`src/logic/soc_bus_pkg.sv`:
```
`default_nettype none

package soc_bus_pkg;

	localparam int ADDR_W = 32;
	localparam int DATA_W = 32;
	localparam int STRB_W = DATA_W / 8;

	localparam int IP_W  = 32;
	localparam int MAC_W = 48;

	localparam int LED_PAGES = 8;
	localparam int PAGE_W    = 3;

	typedef enum logic [1:0] {
		SLV_RAM = 2'd0, // stands in for the ddr3 slave
		SLV_LED = 2'd1,
		SLV_CFG = 2'd2
	} slave_e;

	localparam int NUM_SLAVES = 3;

	// inclusive windows, indexed by slave_e
	localparam logic [0:NUM_SLAVES-1][ADDR_W-1:0] SLAVE_BASE =
		{32'h0000_0000, 32'h3000_0000, 32'h7000_0000};
	localparam logic [0:NUM_SLAVES-1][ADDR_W-1:0] SLAVE_LAST =
		{32'h0FFF_FFFF, 32'h3FFF_FFFF, 32'h7FFF_FFFF};

	typedef enum logic [1:0] {
		RESP_OKAY   = 2'b00,
		RESP_SLVERR = 2'b10,
		RESP_DECERR = 2'b11
	} resp_e;

	// word offsets, address bits 4:2
	typedef enum logic [2:0] {
		CFG_BOARD_IP     = 3'd0,
		CFG_HOST_IP      = 3'd1,
		CFG_BOARD_MAC_HI = 3'd2, // mac[47:32] in bits 15:0
		CFG_BOARD_MAC_LO = 3'd3,
		CFG_HOST_MAC_HI  = 3'd4,
		CFG_HOST_MAC_LO  = 3'd5,
		CFG_VERSION      = 3'd6,
		CFG_RESTORE      = 3'd7
	} cfg_reg_e;

	typedef enum logic {
		DEC_IDLE = 1'b0,
		DEC_WAIT = 1'b1
	} dec_state_e;

endpackage

`default_nettype wire
```
`src/logic/soc_bus_if.sv`:
```
`timescale 1ns/1ps
`default_nettype none

interface soc_bus_if;

	logic                           req_valid;
	logic                           req_ready;
	logic                           req_write;
	logic [soc_bus_pkg::ADDR_W-1:0] req_addr;
	logic [soc_bus_pkg::DATA_W-1:0] req_wdata;
	logic [soc_bus_pkg::STRB_W-1:0] req_strb;

	logic                           rsp_valid;
	logic                           rsp_ready;
	logic [soc_bus_pkg::DATA_W-1:0] rsp_rdata;
	soc_bus_pkg::resp_e             rsp_resp;

	modport master (
		output req_valid, req_write, req_addr, req_wdata, req_strb, rsp_ready,
		input  req_ready, rsp_valid, rsp_rdata, rsp_resp
	);

	modport slave (
		input  req_valid, req_write, req_addr, req_wdata, req_strb, rsp_ready,
		output req_ready, rsp_valid, rsp_rdata, rsp_resp
	);

endinterface

`default_nettype wire

```
`src/logic/led_page_view.sv`:
```
`timescale 1ns/1ps
`default_nettype none

module led_page_view #(
	parameter int DEBOUNCE_CYCLES = 4
) (
	input  wire        clk,
	input  wire        arst_n,
	input  wire        btn_up,
	input  wire        btn_down,
	soc_bus_if.slave   bus,
	output logic [7:0] led8,
	output logic [3:0] led4
);

	localparam int CNT_W = $clog2(DEBOUNCE_CYCLES + 1);

	logic [1:0]       btn_raw;   // bit 0 up, bit 1 down
	logic [1:0]       btn_state;
	logic [CNT_W-1:0] btn_cnt [2];
	logic [1:0]       btn_flip;
	logic [1:0]       press;

	logic [7:0]                     pages [soc_bus_pkg::LED_PAGES];
	logic [soc_bus_pkg::PAGE_W-1:0] page_idx;
	logic [soc_bus_pkg::PAGE_W-1:0] bus_page;
	logic [soc_bus_pkg::DATA_W-1:0] page_word;
	logic                           accept;

	assign btn_raw = {btn_down, btn_up};

	always_comb begin
		for (int b = 0; b < 2; b++) begin
			btn_flip[b] = (btn_raw[b] != btn_state[b]) &&
				(btn_cnt[b] == CNT_W'(DEBOUNCE_CYCLES - 1));
			press[b] = btn_flip[b] && btn_raw[b]; // debounced rising edge
		end
	end

	always_ff @(posedge clk or negedge arst_n) begin
		if (!arst_n) begin
			btn_state <= '0;
			for (int b = 0; b < 2; b++) begin
				btn_cnt[b] <= '0;
			end
		end else begin
			for (int b = 0; b < 2; b++) begin
				if (btn_flip[b]) begin
					btn_state[b] <= btn_raw[b];
					btn_cnt[b]   <= '0;
				end else if (btn_raw[b] != btn_state[b]) begin
					btn_cnt[b] <= btn_cnt[b] + 1'b1;
				end else begin
					btn_cnt[b] <= '0; // bounce, start over
				end
			end
		end
	end

	always_ff @(posedge clk or negedge arst_n) begin
		if (!arst_n) begin
			page_idx <= '0;
		end else begin
			case (press)
				2'b01:   page_idx <= page_idx + 1'b1; // wraps mod 8
				2'b10:   page_idx <= page_idx - 1'b1;
				default: ;
			endcase
		end
	end

	always_ff @(posedge clk or negedge arst_n) begin
		if (!arst_n) begin
			led8 <= '1;
			led4 <= '0;
		end else begin
			led8 <= ~pages[page_idx]; // active low
			led4 <= 4'(page_idx);
		end
	end

	assign bus_page      = bus.req_addr[soc_bus_pkg::PAGE_W+1:2];
	assign page_word     = {{(soc_bus_pkg::DATA_W - 8){1'b0}}, pages[bus_page]};
	assign bus.req_ready = !bus.rsp_valid;
	assign accept        = bus.req_valid && bus.req_ready;
	assign bus.rsp_resp  = soc_bus_pkg::RESP_OKAY;

	always_ff @(posedge clk or negedge arst_n) begin
		if (!arst_n) begin
			for (int p = 0; p < soc_bus_pkg::LED_PAGES; p++) begin
				pages[p] <= '0;
			end
		end else if (accept && bus.req_write) begin
			pages[bus_page] <= bus.req_wdata[7:0];
		end
	end

	always_ff @(posedge clk or negedge arst_n) begin
		if (!arst_n) begin
			bus.rsp_valid <= 1'b0;
		end else if (accept) begin
			bus.rsp_valid <= 1'b1;
		end else if (bus.rsp_ready) begin
			bus.rsp_valid <= 1'b0;
		end
	end

	always_ff @(posedge clk) begin
		if (accept) begin
			bus.rsp_rdata <= bus.req_write ? '0 : page_word;
		end
	end

endmodule

`default_nettype wire

```
`src/flat_wrapper.sv`:
```
// flat-port wrapper written by rule: the top's interface ports become plain ports
module led_page_view_flat 
#(
	parameter int DEBOUNCE_CYCLES = 4
)
  (clk, arst_n, btn_up, btn_down, led8, led4, bus_req_valid, bus_req_write, bus_req_addr, bus_req_wdata, bus_req_strb, bus_rsp_ready, bus_req_ready, bus_rsp_valid, bus_rsp_rdata, bus_rsp_resp);
  soc_bus_if bus_i ();
  input  wire clk;
  input  wire arst_n;
  input  wire btn_up;
  input  wire btn_down;
  output logic [7:0] led8;
  output logic [3:0] led4;
  input wire logic [$bits(bus_i.req_valid)-1:0] bus_req_valid;
  input wire logic [$bits(bus_i.req_write)-1:0] bus_req_write;
  input wire logic [$bits(bus_i.req_addr)-1:0] bus_req_addr;
  input wire logic [$bits(bus_i.req_wdata)-1:0] bus_req_wdata;
  input wire logic [$bits(bus_i.req_strb)-1:0] bus_req_strb;
  input wire logic [$bits(bus_i.rsp_ready)-1:0] bus_rsp_ready;
  output wire logic [$bits(bus_i.req_ready)-1:0] bus_req_ready;
  output wire logic [$bits(bus_i.rsp_valid)-1:0] bus_rsp_valid;
  output wire logic [$bits(bus_i.rsp_rdata)-1:0] bus_rsp_rdata;
  output wire logic [$bits(bus_i.rsp_resp)-1:0] bus_rsp_resp;
  assign bus_i.req_valid = bus_req_valid;
  assign bus_i.req_write = bus_req_write;
  assign bus_i.req_addr = bus_req_addr;
  assign bus_i.req_wdata = bus_req_wdata;
  assign bus_i.req_strb = bus_req_strb;
  assign bus_i.rsp_ready = bus_rsp_ready;
  assign bus_req_ready = bus_i.req_ready;
  assign bus_rsp_valid = bus_i.rsp_valid;
  assign bus_rsp_rdata = bus_i.rsp_rdata;
  assign bus_rsp_resp = bus_i.rsp_resp;
  led_page_view #(.DEBOUNCE_CYCLES(DEBOUNCE_CYCLES)) u_core (.clk(clk), .arst_n(arst_n), .btn_up(btn_up), .btn_down(btn_down), .bus(bus_i), .led8(led8), .led4(led4));
endmodule
```
`config.mk`:
```
export PLATFORM = sky130hd
export DESIGN_NAME = led_page_view_flat
export DESIGN_NICKNAME = d
export VERILOG_FILES = /design/src/logic/soc_bus_pkg.sv /design/src/logic/soc_bus_if.sv /design/src/logic/led_page_view.sv /design/src/flat_wrapper.sv
export SDC_FILE = /design/constraint.sdc
export NUM_CORES = 1
export LEC_CHECK = 0
export BUFFER_PORTS_ARGS = -buffer_cell sky130_fd_sc_hd__clkbuf_2
export CORE_MARGIN = 5
export CORE_UTILIZATION = 50
export CTS_BUF_LIST = sky130_fd_sc_hd__clkbuf_2
export CTS_CLUSTER_SIZE = 30
export DETAILED_ROUTE_END_ITERATION = 8
export PLACE_DENSITY = 0.88
export SLEW_MARGIN = 20
export SYNTH_ARGS = -nofsm -noshare
export SYNTH_HDL_FRONTEND = slang
export SYNTH_SLANG_ARGS = --single-unit
```
`constraint.sdc`:
```
create_clock -name clk -period 1.9 [get_ports clk]
set_clock_uncertainty 0.1 [all_clocks]
set_input_delay 0.19 -clock clk [delete_from_list [all_inputs] [get_ports clk]]
set_output_delay 0.19 -clock clk [all_outputs]
set_load 0.1 [all_outputs]
```
==> summary.md <==
| Metric | Value |
|---|---|
| TritonCTS clock tree | yes |
| Synth Warn # | 0 |
| Setup WS post-layout | -0.137 ns |
| NumNets Final | 514 |
| Min Hold Slack | ~0.073 ns |
| CP startpoint kind | flip-flop |
| Syn-to-layout area delta | 16.3% |
| Skew-Pair Late Insertion Delay | 0.57 ns |
| Total Routing Usage GR | just over 20% |
| Routed vias | 3270 |
| Root Driver | clkbuf_2 |
| Final WL | 11300 um |
| Initial Util | slightly above 50% |
| Via-to-Cell Ratio | 5.72 |
| Final slew viol count | 0 |
| Antenna Violating Nets Remaining | 0 |
| Syn_area_per_cell | about 14 um2 |
| Metal2 WL | 5780 um |
| Achievable frequency | 491 MHz |
| Maxcap violations | 0 |
| Top Ports | 123 |
| CP arrival | ~2.5 ns |
| Peak VDD IR | 0.000596 V |
| Initial antenna violation count | 1 |
| Drt drc | 0 |
| Post-Place Setup Slack | -0.186 ns |
| Met1 Wirelength | 4390 um |
| Die area | roughly 0.012 mm2 |
| Worst-case clock buffer depth | 2 |
| Core area | 0.00959 mm2 |
| FF+latch count, synth | 95 |
| Final Critical Period | 2.04 ns |
| Failing checks | setup timing |
| Largest net degree at the start of global routing | 30 |
| GR Overflow Total | 0 |
| Normalized max-slew margin | 59.8% |
| Async set-or-reset flop fraction in the synthesized netlist | 91.6% |
| 1st-iter DRT viols | 381 |
| Leakage Power | 2.56 nW |
| Post-synth top cells | dfrtp_1, mux2_2, buf_4, mux4_2, nor2_1 |
| Post-synth top area cell | dfrtp_1 |
| Post-synth EDFFs | 8 |
| CTS buffer count | 9 |
| Vias in the first global route | ~3400 |
| HPWL after DPL | 7600 um |
| Post-Synthesis Cells | 348 |
| Worst setup path category | reg2reg |
| First-pass GRT wire length | approximately 18000 um |
| Highest routed layer | met4 |
| Main flop type after synthesis | dfrtp_1 |
| Hold/Removal Path Class | in2reg |
| Crit-path max FO | 2 |
| Metal3 WL | 755 um |
| Worst Max-Slew Pin Slew | 0.602 ns |
| Total power | 7.12 mW |
| Setup TNS Final | -0.137 ns |
| Wire per inst | 19.8 um |
| Clock sinks | 95 |
| Largest cells by area after synthesis | dfrtp_1, mux2_2, mux4_2 |
| CTS clk-pin slew, worst paths | 0.23 ns |
| Status | complete, but fails checks |
| Cell area after synthesis | just under 0.005 mm2 |
| Top-count cell post-synth | dfrtp_1 |
| Worst Setup End Kind | flip-flop |
| CTS H-tree depth | 3 |
| Die height | 108 um |
| Placed cell count | 534 |
| Yosys top cell area share | about two fifths |
| Die W | 108 um |
| Unique cell type count in the Yosys netlist | 47 |
| Final period utilization | 107% |
| DRT Pass-1 Iters | 5 |
| Setup violators final | 1 |
| Finished Layout Cells | between 500 and 600 |
| RSZ-0062 raised after global routing | yes |
| Rows | 36 |
| Sequential cell area fraction in the yosys report | 50.2% |
| Endpoints failing hold | 0 |
| Worst Path Required | 2.31 ns |
| RePlAce Congestion | around 0.91 |
| Share of cells above drive strength 1 | about half |
| Power Density | around 1300 mW/mm2 |
| IO buf count | 38 |
-- metrics by stage --
stage | instance area [um2] | util (%)
6_report | 5630 | 58.7
5_1_grt | 5630 | 58.7
4_1_cts | 5580 | 58.2
3_5_place_dp | 5290 | 55.1
3_3_place_gp | 5290 | 55.1
2_1_floorplan | 4970 | -
-- cell families (layout without fill, tap and decap cells) --
family	Yosys count	count (layout)	share of synthesized area, %
AOI/OAI and AO/OA	44	44	6.78
xor gates and xnor gates	5	5	0.905
adders and majority gates	6	6	1.71
buffers and inverters	55	119	7.27
DFF	95	95	50.2
muxes	100	100	27.3
other	1	28	0.0775
and+or+nand+nor	42	42	5.82
-- worst paths after layout --
check / end / cells past startpoint / slack, ns / startpoint
max reg2reg: u_core.page_idx[2] / 10 / -0.14 / u_core.btn_cnt[1]
max in group asynchronous: u_core.pages[17] / 3 / 0.66 / arst_n
min in group asynchronous: u_core.led8[1] / 2 / 0.08 / arst_n
max: u_core.page_idx[2] / 10 / -0.14 / u_core.btn_cnt[1]
min reg2reg: u_core.btn_cnt[0] / 1 / 0.37 / u_core.btn_cnt[0]
min: u_core.page_idx[0] / 5 / 0.07 / btn_down
-- worst max-delay path: stages (launching register included) --
cell and delay [ns]:
dfrtp_1 0.42, ha_2 0.20, ha_4 0.15, nand2_4 0.06
nor2_4 0.12, ha_4 0.15, inv_2 0.03, fa_2 0.33
xor2_1 0.15, nor2_1 0.12, xor2_1 0.15
-- area by class of cell --
type                       count  area, um2
antenna                        1       2.50
clock buffer                  11       55.1
clock inverter                 5       26.3
fill                         735       3970
inverter                      10       37.5
multi-input combinational    224       2230
sequential                    95       2430
tap                          133        166
timing repair buffer          93        676
-- sequential cells by signal, summed over array words and instances, names as in the netlist --
register / count
u_core.led4: 3
u_core.pages: 64
u_core.bus.rsp_rdata: 8
u_core.btn_cnt: 6
u_core.bus.rsp_valid: 1
u_core.page_idx: 3
u_core.led8: 8
u_core.btn_state: 2
-- cell usage in the layout (no fill, tap or decap), drive strengths merged --
master | Yosys | final
nor2 | 16 | 16
and2b | 1 | 1
buf | 42 | 46
nand3 | 3 | 3
diode | 0 | 1
conb | 1 | 27
xnor2 | 1 | 1
a32oi | 3 | 3
o21bai | 1 | 1
nor3 | 1 | 1
a22oi | 6 | 6
and2 | 3 | 3
nor2b | 4 | 4
and3 | 1 | 1
nand3b | 3 | 3
o21ai | 4 | 4
dlygate4sd3 | 0 | 15
edfxtp | 8 | 8
xor2 | 4 | 4
fa | 1 | 1
clkbuf | 3 | 43
a21oi | 9 | 9
mux2 | 71 | 71
inv | 10 | 10
ha | 5 | 5
nor3b | 2 | 2
clkinv | 0 | 5
mux4 | 16 | 16
dfrtp | 79 | 79
a22o | 2 | 2
mux2i | 13 | 13
nand2 | 5 | 5
a31oi | 2 | 2
a221oi | 12 | 12
dfstp | 8 | 8
o21ba | 4 | 4
nand2b | 3 | 3
a211o | 1 | 1
-- layer usage --
metal | vias to the layer above | global-route usage, %
met5 | - | 0
met2 | 158 | 33.5
met3 | 45 | 3.46
met1 | 1672 | 25.4
met4 | 0 | 10.5
li1 | 1395 | -
-- where the power goes --
part	total, mW	switching [mW]	internal [mW]	leakage, nW
logic	3.19	1.97	1.22	1.34
registers	3.11	0.447	2.67	1.16
clock network	0.817	0.644	0.173	0.0608
total	7.12	3.06	4.06	2.56
-- repair_timing --
action | 4_1_cts | 5_1_grt
setup buffers | 2 | 3
pin swaps | 5 | 5
gates cloned | 0 | 0
hold buffers | 16 | 0
hold endpoints to repair | 163 | 0
gates resized for setup | 9 | 9
setup endpoints to repair | 5 | 21
No activity file was read; power rests on OpenSTA's default activity.
