`src/logic/soc_bus_pkg.sv`:
```
`default_nettype none

package soc_bus_pkg;

	localparam int ADDR_W = 32;
	localparam int DATA_W = 32;
	localparam int STRB_W = DATA_W / 8;

	localparam int IP_W  = 32;
	localparam int MAC_W = 48;

	localparam int LED_PAGES = 8;
	localparam int PAGE_W    = 3;

	typedef enum logic [1:0] {
		SLV_RAM = 2'd0, // stands in for the ddr3 slave
		SLV_LED = 2'd1,
		SLV_CFG = 2'd2
	} slave_e;

	localparam int NUM_SLAVES = 3;

	// inclusive windows, indexed by slave_e
	localparam logic [0:NUM_SLAVES-1][ADDR_W-1:0] SLAVE_BASE =
		{32'h0000_0000, 32'h3000_0000, 32'h7000_0000};
	localparam logic [0:NUM_SLAVES-1][ADDR_W-1:0] SLAVE_LAST =
		{32'h0FFF_FFFF, 32'h3FFF_FFFF, 32'h7FFF_FFFF};

	typedef enum logic [1:0] {
		RESP_OKAY   = 2'b00,
		RESP_SLVERR = 2'b10,
		RESP_DECERR = 2'b11
	} resp_e;

	// word offsets, address bits 4:2
	typedef enum logic [2:0] {
		CFG_BOARD_IP     = 3'd0,
		CFG_HOST_IP      = 3'd1,
		CFG_BOARD_MAC_HI = 3'd2, // mac[47:32] in bits 15:0
		CFG_BOARD_MAC_LO = 3'd3,
		CFG_HOST_MAC_HI  = 3'd4,
		CFG_HOST_MAC_LO  = 3'd5,
		CFG_VERSION      = 3'd6,
		CFG_RESTORE      = 3'd7
	} cfg_reg_e;

	typedef enum logic {
		DEC_IDLE = 1'b0,
		DEC_WAIT = 1'b1
	} dec_state_e;

endpackage

`default_nettype wire
```
`src/logic/soc_bus_if.sv`:
```
`timescale 1ns/1ps
`default_nettype none

interface soc_bus_if;

	logic                           req_valid;
	logic                           req_ready;
	logic                           req_write;
	logic [soc_bus_pkg::ADDR_W-1:0] req_addr;
	logic [soc_bus_pkg::DATA_W-1:0] req_wdata;
	logic [soc_bus_pkg::STRB_W-1:0] req_strb;

	logic                           rsp_valid;
	logic                           rsp_ready;
	logic [soc_bus_pkg::DATA_W-1:0] rsp_rdata;
	soc_bus_pkg::resp_e             rsp_resp;

	modport master (
		output req_valid, req_write, req_addr, req_wdata, req_strb, rsp_ready,
		input  req_ready, rsp_valid, rsp_rdata, rsp_resp
	);

	modport slave (
		input  req_valid, req_write, req_addr, req_wdata, req_strb, rsp_ready,
		output req_ready, rsp_valid, rsp_rdata, rsp_resp
	);

endinterface

`default_nettype wire

```
`src/logic/net_config_regs.sv`:
```
`timescale 1ns/1ps
`default_nettype none

module net_config_regs #(
	parameter logic [soc_bus_pkg::IP_W-1:0]   DEF_BOARD_IP  = {8'd169, 8'd254, 8'd109, 8'd5},
	parameter logic [soc_bus_pkg::IP_W-1:0]   DEF_HOST_IP   = {8'd169, 8'd254, 8'd109, 8'd183},
	parameter logic [soc_bus_pkg::MAC_W-1:0]  DEF_BOARD_MAC = 48'h12_34_56_78_9A_BC,
	parameter logic [soc_bus_pkg::MAC_W-1:0]  DEF_HOST_MAC  = 48'h84_47_09_4C_47_7C,
	parameter logic [soc_bus_pkg::DATA_W-1:0] FPGA_VERSION  = 32'h0001_0000
) (
	input  wire                           clk,
	input  wire                           arst_n,
	soc_bus_if.slave                      bus,
	output logic [soc_bus_pkg::IP_W-1:0]  board_ip,
	output logic [soc_bus_pkg::IP_W-1:0]  host_ip,
	output logic [soc_bus_pkg::MAC_W-1:0] board_mac,
	output logic [soc_bus_pkg::MAC_W-1:0] host_mac
);

	soc_bus_pkg::cfg_reg_e          reg_sel;
	logic [soc_bus_pkg::DATA_W-1:0] rd_word;
	logic                           accept;

	assign reg_sel       = soc_bus_pkg::cfg_reg_e'(bus.req_addr[4:2]);
	assign bus.req_ready = !bus.rsp_valid;
	assign accept        = bus.req_valid && bus.req_ready;

	always_comb begin
		case (reg_sel)
			soc_bus_pkg::CFG_BOARD_IP:     rd_word = board_ip;
			soc_bus_pkg::CFG_HOST_IP:      rd_word = host_ip;
			soc_bus_pkg::CFG_BOARD_MAC_HI: rd_word = {16'h0000, board_mac[47:32]};
			soc_bus_pkg::CFG_BOARD_MAC_LO: rd_word = board_mac[31:0];
			soc_bus_pkg::CFG_HOST_MAC_HI:  rd_word = {16'h0000, host_mac[47:32]};
			soc_bus_pkg::CFG_HOST_MAC_LO:  rd_word = host_mac[31:0];
			soc_bus_pkg::CFG_VERSION:      rd_word = FPGA_VERSION;
			default:                       rd_word = '0; // restore is write only
		endcase
	end

	always_ff @(posedge clk or negedge arst_n) begin
		if (!arst_n) begin
			board_ip  <= DEF_BOARD_IP;
			host_ip   <= DEF_HOST_IP;
			board_mac <= DEF_BOARD_MAC;
			host_mac  <= DEF_HOST_MAC;
		end else if (accept && bus.req_write) begin
			case (reg_sel)
				soc_bus_pkg::CFG_BOARD_IP:     board_ip <= bus.req_wdata;
				soc_bus_pkg::CFG_HOST_IP:      host_ip <= bus.req_wdata;
				soc_bus_pkg::CFG_BOARD_MAC_HI: board_mac[47:32] <= bus.req_wdata[15:0];
				soc_bus_pkg::CFG_BOARD_MAC_LO: board_mac[31:0] <= bus.req_wdata;
				soc_bus_pkg::CFG_HOST_MAC_HI:  host_mac[47:32] <= bus.req_wdata[15:0];
				soc_bus_pkg::CFG_HOST_MAC_LO:  host_mac[31:0] <= bus.req_wdata;
				soc_bus_pkg::CFG_RESTORE: begin
					// any value reloads the defaults
					board_ip  <= DEF_BOARD_IP;
					host_ip   <= DEF_HOST_IP;
					board_mac <= DEF_BOARD_MAC;
					host_mac  <= DEF_HOST_MAC;
				end
				default: ;
			endcase
		end
	end

	always_ff @(posedge clk or negedge arst_n) begin
		if (!arst_n) begin
			bus.rsp_valid <= 1'b0;
		end else if (accept) begin
			bus.rsp_valid <= 1'b1;
		end else if (bus.rsp_ready) begin
			bus.rsp_valid <= 1'b0;
		end
	end

	always_ff @(posedge clk) begin
		if (accept) begin
			bus.rsp_rdata <= bus.req_write ? '0 : rd_word;
			bus.rsp_resp  <= (bus.req_write && reg_sel == soc_bus_pkg::CFG_VERSION) ?
				soc_bus_pkg::RESP_SLVERR : soc_bus_pkg::RESP_OKAY;
		end
	end

endmodule

`default_nettype wire

```
`src/flat_wrapper.sv`:
```
// flat-port wrapper written by rule: the top's interface ports become plain ports
module net_config_regs_flat 
#(
	parameter logic [soc_bus_pkg::IP_W-1:0]   DEF_BOARD_IP  = {8'd169, 8'd254, 8'd109, 8'd5},
	parameter logic [soc_bus_pkg::IP_W-1:0]   DEF_HOST_IP   = {8'd169, 8'd254, 8'd109, 8'd183},
	parameter logic [soc_bus_pkg::MAC_W-1:0]  DEF_BOARD_MAC = 48'h12_34_56_78_9A_BC,
	parameter logic [soc_bus_pkg::MAC_W-1:0]  DEF_HOST_MAC  = 48'h84_47_09_4C_47_7C,
	parameter logic [soc_bus_pkg::DATA_W-1:0] FPGA_VERSION  = 32'h0001_0000
)
  (clk, arst_n, board_ip, host_ip, board_mac, host_mac, bus_req_valid, bus_req_write, bus_req_addr, bus_req_wdata, bus_req_strb, bus_rsp_ready, bus_req_ready, bus_rsp_valid, bus_rsp_rdata, bus_rsp_resp);
  soc_bus_if bus_i ();
  input  wire clk;
  input  wire arst_n;
  output logic [soc_bus_pkg::IP_W-1:0] board_ip;
  output logic [soc_bus_pkg::IP_W-1:0] host_ip;
  output logic [soc_bus_pkg::MAC_W-1:0] board_mac;
  output logic [soc_bus_pkg::MAC_W-1:0] host_mac;
  input wire logic [$bits(bus_i.req_valid)-1:0] bus_req_valid;
  input wire logic [$bits(bus_i.req_write)-1:0] bus_req_write;
  input wire logic [$bits(bus_i.req_addr)-1:0] bus_req_addr;
  input wire logic [$bits(bus_i.req_wdata)-1:0] bus_req_wdata;
  input wire logic [$bits(bus_i.req_strb)-1:0] bus_req_strb;
  input wire logic [$bits(bus_i.rsp_ready)-1:0] bus_rsp_ready;
  output wire logic [$bits(bus_i.req_ready)-1:0] bus_req_ready;
  output wire logic [$bits(bus_i.rsp_valid)-1:0] bus_rsp_valid;
  output wire logic [$bits(bus_i.rsp_rdata)-1:0] bus_rsp_rdata;
  output wire logic [$bits(bus_i.rsp_resp)-1:0] bus_rsp_resp;
  assign bus_i.req_valid = bus_req_valid;
  assign bus_i.req_write = bus_req_write;
  assign bus_i.req_addr = bus_req_addr;
  assign bus_i.req_wdata = bus_req_wdata;
  assign bus_i.req_strb = bus_req_strb;
  assign bus_i.rsp_ready = bus_rsp_ready;
  assign bus_req_ready = bus_i.req_ready;
  assign bus_rsp_valid = bus_i.rsp_valid;
  assign bus_rsp_rdata = bus_i.rsp_rdata;
  assign bus_rsp_resp = bus_i.rsp_resp;
  net_config_regs #(.DEF_BOARD_IP(DEF_BOARD_IP), .DEF_HOST_IP(DEF_HOST_IP), .DEF_BOARD_MAC(DEF_BOARD_MAC), .DEF_HOST_MAC(DEF_HOST_MAC), .FPGA_VERSION(FPGA_VERSION)) u_core (.clk(clk), .arst_n(arst_n), .bus(bus_i), .board_ip(board_ip), .host_ip(host_ip), .board_mac(board_mac), .host_mac(host_mac));
endmodule
```
`config.mk`:
```
export PLATFORM = sky130hd
export DESIGN_NAME = net_config_regs_flat
export DESIGN_NICKNAME = d
export VERILOG_FILES = /design/src/logic/soc_bus_pkg.sv /design/src/logic/soc_bus_if.sv /design/src/logic/net_config_regs.sv /design/src/flat_wrapper.sv
export SDC_FILE = /design/constraint.sdc
export NUM_CORES = 1
export LEC_CHECK = 0
export BUFFER_PORTS_ARGS = -buffer_cell sky130_fd_sc_hd__buf_2
export CELL_PAD_IN_SITES_DETAIL_PLACEMENT = 1
export CELL_PAD_IN_SITES_GLOBAL_PLACEMENT = 2
export CORE_MARGIN = 4
export CORE_UTILIZATION = 30
export DETAILED_ROUTE_END_ITERATION = 8
export PLACE_DENSITY_LB_ADDON = 0.1
export SLEW_MARGIN = 30
export SYNTH_ARGS = -nofsm -noshare
export SYNTH_HDL_FRONTEND = slang
export SYNTH_SLANG_ARGS = --single-unit
```
`constraint.sdc`:
```
create_clock -name clk -period 4.1 [get_ports clk]
set_input_delay 0.82 -clock clk [delete_from_list [all_inputs] [get_ports clk]]
set_output_delay 0.82 -clock clk [all_outputs]
set_load 0.005 [all_outputs]
```
==> reports/results.tsv, run 1 <==
metric	value	unit
status	finished clean	
Resize count post-CTS	0	
Worst-path clk slew	0.08	ns
Leak	4.98	nW
CTS Sinks	194	
buffers and inverters on the worst path	3	
Setup crit end kind	flop	
Die Ht	178	microns
RSZ-0062 raised after global routing	false	
Hold Path Class	input port to asynchronous set/reset pin	
Synth top cells by count	192 x nand2_1, 142 x o21ai_0, 82 x dfstp_2	
r2r endpoint	u_core.host_ip[26]	
cell count after synthesis	844	
worst vdd ir	216	uV
CP arrival	2.74	ns
Clock Path Buffers	2	
internal power	4.08	mW
WL final	30800	microns
top cell type's share of synthesized area	0.249	
Final setup viols	0	
Fin. Hold Viols	0	
ant diodes	0	
Filler Cell Count	3302	
Synth area leaders	dfstp_2 25%, dfrtp_1 23%, edfxtp_1 11%	
depth of the CTS H-tree	4	
Post-route DRC	0	
sw frac	0.328	
CP Max Fanout	46	
GRT Residual Overflow	0	
P&R area growth vs syn	23.5	%
Worst EP required	4.39	ns
Clk Tree Root Cell	clkbuf_16	
Largest stage delay, worst path	0.53	ns
Worst slew margin	0.436	
leading area contributor after synthesis	dfstp_2	
vias per std cell	4.81	
nets	1125	
Top FF cell, synth	dfstp_2	
pin count of the biggest net entering global routing	73	
Critical Path Slowest Stage Cell	buf_4	
first-pass GRT wire length	47000	microns
setup_tns	0	ns
Final Slew Violations	0	
# IOs	269	
CTS buffer count	17	
Worst path top cell family by delay	buffers and inverters	
post-route ant nets	0	
num rows	61	
Post-synth ARST share	0.830	
R2R depth	5	
worst skew pair latency	0.43	ns
via count	6934	
fin util	0.380	
clock share of power	0.272	
Final period util	0.599	
Crit path top cell by count	buf_4	
Max Cap Viol	0	
Synth cell types	45	
Tot Pwr	6.07	mW
r2r startpoint	u_core.bus.rsp_valid	
CTS tree	done	
area of the multi-input gates	0.00313	sq mm
achievable clock frequency	407	MHz
Flop pwr share	0.497	
area of the core	0.0281	sq mm
initial antenna violation count	1	
Net Count, Synth	917	
min Tclk post-route	2.46	ns
buffer count from post-CTS setup fixing	0	
PwrDens	569	mW/mm^2
Critical Path Stages	6	
Reg2Reg Setup Slack	1.94	ns
final clock skew	0.0121	ns
register bit total from synthesis	194	
CTS Hold Buffers Added	0	
combinational power share	0.231	
Seq/Total Area, Yosys	0.593	
Mapped Area	0.00864	sq mm
CP Launch Type	input port	
synthesized area per cell	10.2	sq um
Initial Util	0.308	
crit path kind	input port to flop	
Worst Setup SP	bus_req_addr[3]	
FF/Latch Area	0.00512	sq mm
EDFF count, synth	33	
most common cell in the netlist	nand2_1	
worst-margin pin slew	0.843	ns
WL per Instance	21.4	microns
Die Footprint	0.0316	sq mm
post-DP HPWL	20800	microns
Ys Warns	0	
P_sw	1.99	mW
First-pass DRT Iterations	4	
crit-path cells	buf_2 > buf_4 > nand2b_1 > nand4_4 > buf_4 > o21ai_0	
DRT iter0 DRCs	280	
gpl congestion	0.765	
die width	178	microns
Critical path destination	u_core.host_ip[25]	
share of layout cells above drive strength 1	0.364	
Buffers on Ports	234	
total track usage	0.197	
number of global-route vias before repair	7395	
[state kept, by name, summed over array words and instances (netlist names)]
register              count
u_core.board_mac         48
u_core.host_mac          48
u_core.board_ip          32
u_core.bus.rsp_rdata     32
u_core.host_ip           32
u_core.bus.rsp_resp       1
u_core.bus.rsp_valid      1
[through the flow]
| stage | hold WS, ns | instance area (sq um) | instances | setup slack, ns |
|---|---|---|---|---|
| after floorplan | 0.458 | 8640 | 844 | 0.610 |
| after CTS | 0.419 | 10700 | 1443 | 1.60 |
| after global placement | 0.466 | 10100 | 1411 | 1.15 |
| after global routing | 0.444 | 10700 | 1443 | 1.49 |
| after detailed placement | 0.470 | 10100 | 1411 | 1.14 |
| final | 0.400 | 10700 | 1443 | 1.64 |
[power by group through the flow]
| stage | clock [mW] | sequential [mW] | combinational [mW] |
|---|---|---|---|
| after floorplan | 0 | 3.01 | 0.614 |
| after global placement | 0 | 3.06 | 1.40 |
| after detailed placement | 0 | 3.06 | 1.44 |
| after CTS | 1.72 | 3.02 | 1.44 |
| after global routing | 1.79 | 3.10 | 1.61 |
| final | 1.65 | 3.01 | 1.40 |
[cell type report]
class                      count  area share
sequential                   194       0.480
multi-input combinational    578       0.293
timing repair buffer         253       0.126
tap                          378      0.0443
clock buffer                  18      0.0402
clock inverter                14      0.0134
inverter                       8     0.00281
[worst min path at each step]
stage	startpoint	end	slack, ns
after global routing	arst_n	u_core.host_ip[28]	0.44
final	arst_n	u_core.host_ip[28]	0.40
after CTS	arst_n	u_core.board_mac[27]	0.42
after global placement	u_core.host_mac[32]	u_core.host_mac[32]	0.47
after floorplan	u_core.board_ip[2]	u_core.board_ip[2]	0.46
after detailed placement	u_core.board_ip[0]	u_core.board_ip[0]	0.47
[routing by layer]
| metal | track usage | part of all wire | vias up |
|---|---|---|---|
| met5 | 0 | 0.00023 | - |
| met4 | 0.0438 | 0.015 | 2 |
| met3 | 0.0475 | 0.051 | 23 |
| met2 | 0.317 | 0.46 | 172 |
| met1 | 0.271 | 0.47 | 3398 |
| li1 | - | - | 3339 |
[placed cells by master, fill, tap and decap left out, drive strengths merged, types with 18 or more instances in the layout]
| cell type | instances |
|---|---|
| edfxtp | 33 |
| o21ai | 163 |
| dfstp | 82 |
| buf | 253 |
| nor2 | 59 |
| mux2i | 41 |
| nand2 | 192 |
| clkbuf | 18 |
| a21oi | 53 |
| dfrtp | 79 |
[logic make-up after synthesis]
group	after synthesis	share of synthesized area
DFF	194	0.593
other	1	0.000434
muxes	48	0.0657
buffers and inverters	72	0.0472
AOI/OAI and AO/OA	252	0.159
xor gates and xnor gates	1	0.00101
and+or+nand+nor	276	0.134
Power figures use the tool's default switching activity.
==> run 2, diff against run 1 <==
--- a/config.mk
+++ b/config.mk
@@ -5,11 +5,12 @@
 export SDC_FILE = /design/constraint.sdc
 export NUM_CORES = 1
 export LEC_CHECK = 0
+export ABC_AREA = 1
 export BUFFER_PORTS_ARGS = -buffer_cell sky130_fd_sc_hd__buf_2
 export CELL_PAD_IN_SITES_DETAIL_PLACEMENT = 1
 export CELL_PAD_IN_SITES_GLOBAL_PLACEMENT = 2
 export CORE_MARGIN = 4
-export CORE_UTILIZATION = 30
+export CORE_UTILIZATION = 27
 export DETAILED_ROUTE_END_ITERATION = 8
 export PLACE_DENSITY_LB_ADDON = 0.1
 export SLEW_MARGIN = 30
==> constraint.sdc (replaced) <==
create_clock -name clk -period 2.2 [get_ports clk]
set_input_delay 0.44 -clock clk [delete_from_list [all_inputs] [get_ports clk]]
set_output_delay 0.44 -clock clk [all_outputs]
set_load 0.005 [all_outputs]
==> reports/results.tsv, run 2 <==
metric	value	unit	change
area of the core	0.0317	sq mm	was 0.0281 sq mm
CTS Hold Buffers Added	1		was 0
Setup crit end kind	flop		unchanged
vias per std cell	4.78		was 4.81
First-pass DRT Iterations	4		unchanged
post-route ant nets	0		unchanged
synthesized area per cell	8.77	sq um	was 10.2 sq um
Die Ht	188	microns	was 178 microns
Die Footprint	0.0353	sq mm	was 0.0316 sq mm
# IOs	269		unchanged
worst vdd ir	517	uV	was 216 uV
status	finished clean		unchanged
CP Max Fanout	40		was 46
Clk Tree Root Cell	clkbuf_16		unchanged
num rows	65		was 61
CTS Sinks	194		unchanged
Post-route DRC	0		unchanged
Fin. Hold Viols	0		unchanged
WL final	34500	microns	was 30800 microns
RSZ-0062 raised after global routing	false		unchanged
WL per Instance	21.0	microns	was 21.4 microns
worst skew pair latency	0.45	ns	was 0.43 ns
Seq/Total Area, Yosys	0.587		was 0.593
Resize count post-CTS	0		unchanged
P&R area growth vs syn	29.2	%	was 23.5%
Final setup viols	0		unchanged
Top FF cell, synth	dfstp_2		unchanged
post-DP HPWL	23600	microns	was 20800 microns
Final period util	0.794		
Worst EP required	2.55	ns	was 4.39 ns
setup_tns	0	ns	unchanged
PwrDens	1050	mW/mm^2	was 569 mW/mm^2
Largest regs	u_core.board_mac: 48 flops, u_core.host_mac: 48 flops		unchanged
GRT Residual Overflow	0		unchanged
achievable clock frequency	573	MHz	
final clock skew	0.00883	ns	was 0.0121 ns
fin util	0.356		was 0.380
Post-synth ARST share	0.830		unchanged
crit path kind	flop to flop		was input port to flop
total track usage	0.195		was 0.197
top cell type's share of synthesized area	0.247		was 0.249
Synth top cells by count	228 x nand2_1, 133 x o21ai_0, 110 x nor2_1		was 192 x nand2_1, 142 x o21ai_0, 82 x dfstp_2
Mapped Area	0.00873	sq mm	was 0.00864 sq mm
CP arrival	2.10	ns	was 2.74 ns
die width	188	microns	was 178 microns
Worst-path clk slew	0.07	ns	was 0.08 ns
Ys Warns	0		unchanged
most common cell in the netlist	nand2_1		unchanged
commonest non-fill, non-tap cell in the layout	buf_2		unchanged
Buffers on Ports	234		unchanged
pre-CTS setup slack	0.216	ns	was 1.14 ns
EDFF count, synth	33		unchanged
Worst slew margin	0.580		was 0.436
final worst slack	0.453	ns	was 1.64 ns
Hold Path Class	input port to flop		was input port to asynchronous set/reset pin
depth of the CTS H-tree	4		unchanged
initial antenna violation count	1		unchanged
CTS buffer count	17		unchanged
gpl congestion	0.736		was 0.765
worst hold slack	0.202	ns	was 0.400 ns
commonest cells after routing, fill and taps aside	233 x buf_2, 228 x nand2_1, 133 x o21ai_0		was 231 x buf_2, 192 x nand2_1, 142 x o21ai_0
min Tclk post-route	1.75	ns	
Net Count, Synth	1068		was 917
register bit total from synthesis	194		unchanged
Final Slew Violations	0		unchanged
CP Launch Type	flop		was input port
via count	7841		was 6934
nets	1299		was 1125
Synth area leaders	dfstp_2 25%, dfrtp_1 23%, edfxtp_1 11%		unchanged
Leak	5.40	nW	was 4.98 nW
DRT iter0 DRCs	328		was 280
leading area contributor after synthesis	dfstp_2		unchanged
pin count of the biggest net entering global routing	56		was 73
CTS tree	done		unchanged
worst-margin pin slew	0.630	ns	was 0.843 ns
cell count after synthesis	995		was 844
Initial Util	0.275		was 0.308
Final Instance Area	0.0113	sq mm	was 0.0107 sq mm
Post-DP Area	0.0106	sq mm	was 0.0101 sq mm
buffer count from post-CTS setup fixing	0		unchanged
Clock Path Buffers	2		unchanged
first-pass GRT wire length	52400	microns	was 47000 microns
number of global-route vias before repair	8266		was 7395
Synth cell types	25		was 45
Max Cap Viol	0		unchanged
share of layout cells above drive strength 1	0.341		was 0.364
[run 2: layer usage]
| layer | GRT usage | vias up | routed length, microns |
|---|---|---|---|
| met5 | 0 | - | 0 |
| li1 | - | 3774 | - |
| met4 | 0.0440 | 0 | 348 |
| met3 | 0.0387 | 21 | 1350 |
| met2 | 0.330 | 156 | 16700 |
| met1 | 0.260 | 3890 | 16000 |
[run 2: logic make-up (layout without fill, tap and decap cells)]
family                 Yosys count  count (layout)  synth area share
other                            1               2          0.000430
AO/OA/AOI/OAI                  183             183             0.106
AND/OR/NAND/NOR                494             494             0.248
buffers and inverters          123             367            0.0589
flip-flops                     194             194             0.587
[run 2: where the power goes]
group | internal (mW) | switching, mW
registers | 4.95 | 0.810
logic | 1.22 | 1.47
clock network | 2.00 | 1.44
total | 8.17 | 3.72
[run 2: final timing paths]
path	from	to	slack, ns	depth (start not counted)
setup / recovery	u_core.bus.rsp_valid	u_core.board_ip[2]	0.45	6
hold / removal	bus_rsp_ready	u_core.bus.rsp_valid	0.20	2
max in group asynchronous	arst_n	u_core.board_mac[7]	0.94	3
setup reg to reg	u_core.bus.rsp_valid	u_core.board_ip[2]	0.45	6
hold reg to reg	u_core.board_ip[29]	u_core.board_ip[29]	0.48	2
min in group asynchronous	arst_n	u_core.board_ip[25]	0.56	2
[run 2: stage by stage]
step	power, mW	instances
global placement	8.54	1608
CTS	12.1	1641
global route	12.7	1642
floorplan	6.80	995
finish	11.9	1642
detailed placement	8.60	1608
[run 2: layout make-up]
| cell class | count | area (sq um) |
|---|---|---|
| Tap cell | 402 | 503 |
| Fill cell | 3789 | 20400 |
| Inverter | 53 | 199 |
| Sequential cell | 194 | 5120 |
| Multi-Input combinational cell | 678 | 3120 |
| Antenna cell | 1 | 2.50 |
| Timing Repair Buffer | 282 | 1700 |
| Clock buffer | 23 | 479 |
| Clock inverter | 9 | 151 |
[run 2: worst max-delay path, stage by stage, from the launching register on]
cell and delay (ns):
dfrtp_1 0.34, inv_1 0.07, nand3_1 0.15, clkinv_1 0.29
nand2_2 0.16, buf_4 0.42, o21ai_0 0.19
==> run 3, diff against run 2 <==
==> constraint.sdc (replaced) <==
create_clock -name clk -period 1.6 [get_ports clk]
set_input_delay 0.32 -clock clk [delete_from_list [all_inputs] [get_ports clk]]
set_output_delay 0.32 -clock clk [all_outputs]
set_load 0.005 [all_outputs]
==> reports/results.tsv, run 3 (synthesized netlist as in run 2, its figures left out) <==
metric	value	unit	change
die width	188	microns	unchanged
CTS tree	done		unchanged
Hold EP	u_core.bus.rsp_valid		unchanged
crit path kind	flop to flop		unchanged
pin count of the biggest net entering global routing	39		was 56
commonest non-fill, non-tap cell in the layout	buf_2		unchanged
Final period util	0.943		was 0.794
Hold Path Class	input port to flop		unchanged
CTS buffer count	17		unchanged
total track usage	0.196		was 0.195
Buffers on Ports	234		unchanged
R2R depth	7		was 6
Worst EP required	1.91	ns	was 2.55 ns
# IOs	269		unchanged
WL final	35300	microns	was 34500 microns
worst-margin pin slew	0.583	ns	was 0.630 ns
share of layout cells above drive strength 1	0.355		was 0.341
Final setup viols	0		unchanged
post-DP HPWL	24100	microns	was 23600 microns
worst vdd ir	678	uV	was 517 uV
Die Footprint	0.0353	sq mm	unchanged
Post-route DRC	0		unchanged
Reg2Reg Setup Slack	0.09	ns	was 0.45 ns
CP Max Fanout	18		was 40
ant diodes	0		was 1
pre-CTS setup slack	-0.275	ns	was 0.216 ns
Leak	5.53	nW	was 5.40 nW
final worst slack	0.0911	ns	was 0.453 ns
achievable clock frequency	663	MHz	was 573 MHz
CP Launch Type	flop		unchanged
WL per Instance	21.3	microns	was 21.0 microns
number of global-route vias before repair	8492		was 8266
worst hold path depth	2		unchanged
CTS Sinks	194		unchanged
final clock skew	0.0115	ns	was 0.00883 ns
commonest cells after routing, fill and taps aside	233 x buf_2, 228 x nand2_1, 133 x o21ai_0		unchanged
depth of the CTS H-tree	4		unchanged
First-pass DRT Iterations	4		unchanged
via count	8032		was 7841
Initial Util	0.275		unchanged
placed cell count	1623		was 1608
Largest stage delay, worst path	0.39	ns	was 0.42 ns
Tot Pwr	16.0	mW	was 11.9 mW
Largest regs	u_core.board_mac: 48 flops, u_core.host_mac: 48 flops		unchanged
area of the core	0.0317	sq mm	unchanged
Setup crit end kind	flop		unchanged
PwrDens	1380	mW/mm^2	was 1050 mW/mm^2
min Tclk post-route	1.51	ns	was 1.75 ns
GRT Residual Overflow	0		unchanged
DRT iter0 DRCs	397		was 328
initial antenna violation count	0		was 1
vias per std cell	4.84		was 4.78
Fin. Hold Viols	0		unchanged
Max Cap Viol	0		unchanged
HP Start	bus_rsp_ready		unchanged
P&R area growth vs syn	32.5	%	was 29.2%
Clock Path Buffers	2		unchanged
r2r startpoint	u_core.bus.rsp_valid		unchanged
post-route ant nets	0		unchanged
Worst slew margin	0.610		was 0.580
Layout Cells excl Fill	1660		was 1642
Die Ht	188	microns	unchanged
Critical Path Slowest Stage Cell	dfrtp_1		was buf_4
nets	1318		was 1299
crit-path cells	inv_2 > nand3_4 > buf_6 > nor2_4 > buf_4 > clkbuf_16 > a21oi_1		was inv_1 > nand3_1 > clkinv_1 > nand2_2 > buf_4 > o21ai_0
setup_tns	0	ns	unchanged
first-pass GRT wire length	53300	microns	was 52400 microns
gpl congestion	0.748		was 0.736
r2r endpoint	u_core.board_mac[0]		was u_core.board_ip[2]
Worst-path clk slew	0.07	ns	about the same
Final Slew Violations	0		unchanged
status	finished clean		unchanged
CP arrival	1.82	ns	was 2.10 ns
worst skew pair latency	0.44	ns	was 0.45 ns
num rows	65		unchanged
Clk Tree Root Cell	clkbuf_16		unchanged
==> run 3: through the flow <==
stage	hold slack, ns	cell area [sq um]	util
3_3_place_gp	0.261	10900	0.344
5_1_grt	0.0926	11600	0.365
3_5_place_dp	0.263	10900	0.344
6_report	0.0874	11600	0.365
4_1_cts	0.0561	11500	0.362
2_1_floorplan	0.0244	8730	-
==> run 3: timing repair <==
action | in CTS | in global routing
resized for setup | 0 | 5
hold buffers | 1 | 0
buffers inserted | 0 | 2
hold endpoints to repair | 14 | 0
endpoints found under the setup margin | 0 | 129
==> run 3: area by class of cell <==
class | instances | area [sq um]
flip-flops and latches | 194 | 5120
multi-input cells | 678 | 3130
fillers | 3776 | 20100
repair buffers | 301 | 2050
inverters | 53 | 203
clock buffers | 21 | 472
clock inverters | 11 | 90.1
well taps | 402 | 503
==> run 3: where the power goes <==
part	switching, mW	internal, mW
logic	2.01	1.73
clock network	2.06	2.17
registers	1.18	6.81
total	5.25	10.7
==> run 3: how the worst max path moves through the flow <==
stage                                     endpoint  slack, ns  cells past startpoint            startpoint
after global placement    u_core.bus.rsp_rdata[29]      -0.26                      8       bus_req_addr[2]
final                          u_core.board_mac[0]       0.09                      7  u_core.bus.rsp_valid
after floorplan            u_core.bus.rsp_rdata[0]      0.009                      3  u_core.bus.rsp_valid
after CTS                      u_core.board_ip[17]      0.009                      7  u_core.bus.rsp_valid
after global routing           u_core.board_mac[4]     -0.003                      8  u_core.bus.rsp_valid
after detailed placement  u_core.bus.rsp_rdata[29]      -0.27                      8       bus_req_addr[2]
==> run 3: critical path: cells and delay by family, from the launching register on <==
kind	cells	cell delay, ns
AND/OR/NAND/NOR	2	0.25
flip-flops	1	0.39
AO/OA/AOI/OAI	1	0.09
buffers and inverters	4	0.64
==> run 3: routing by layer <==
layer  part of all wire  track usage  up-vias
li1                   -            -     3820
met1               0.46        0.268     4032
met2               0.49        0.332      163
met3              0.034       0.0326       17
met4             0.0084       0.0384        0
met5                  0            0        -
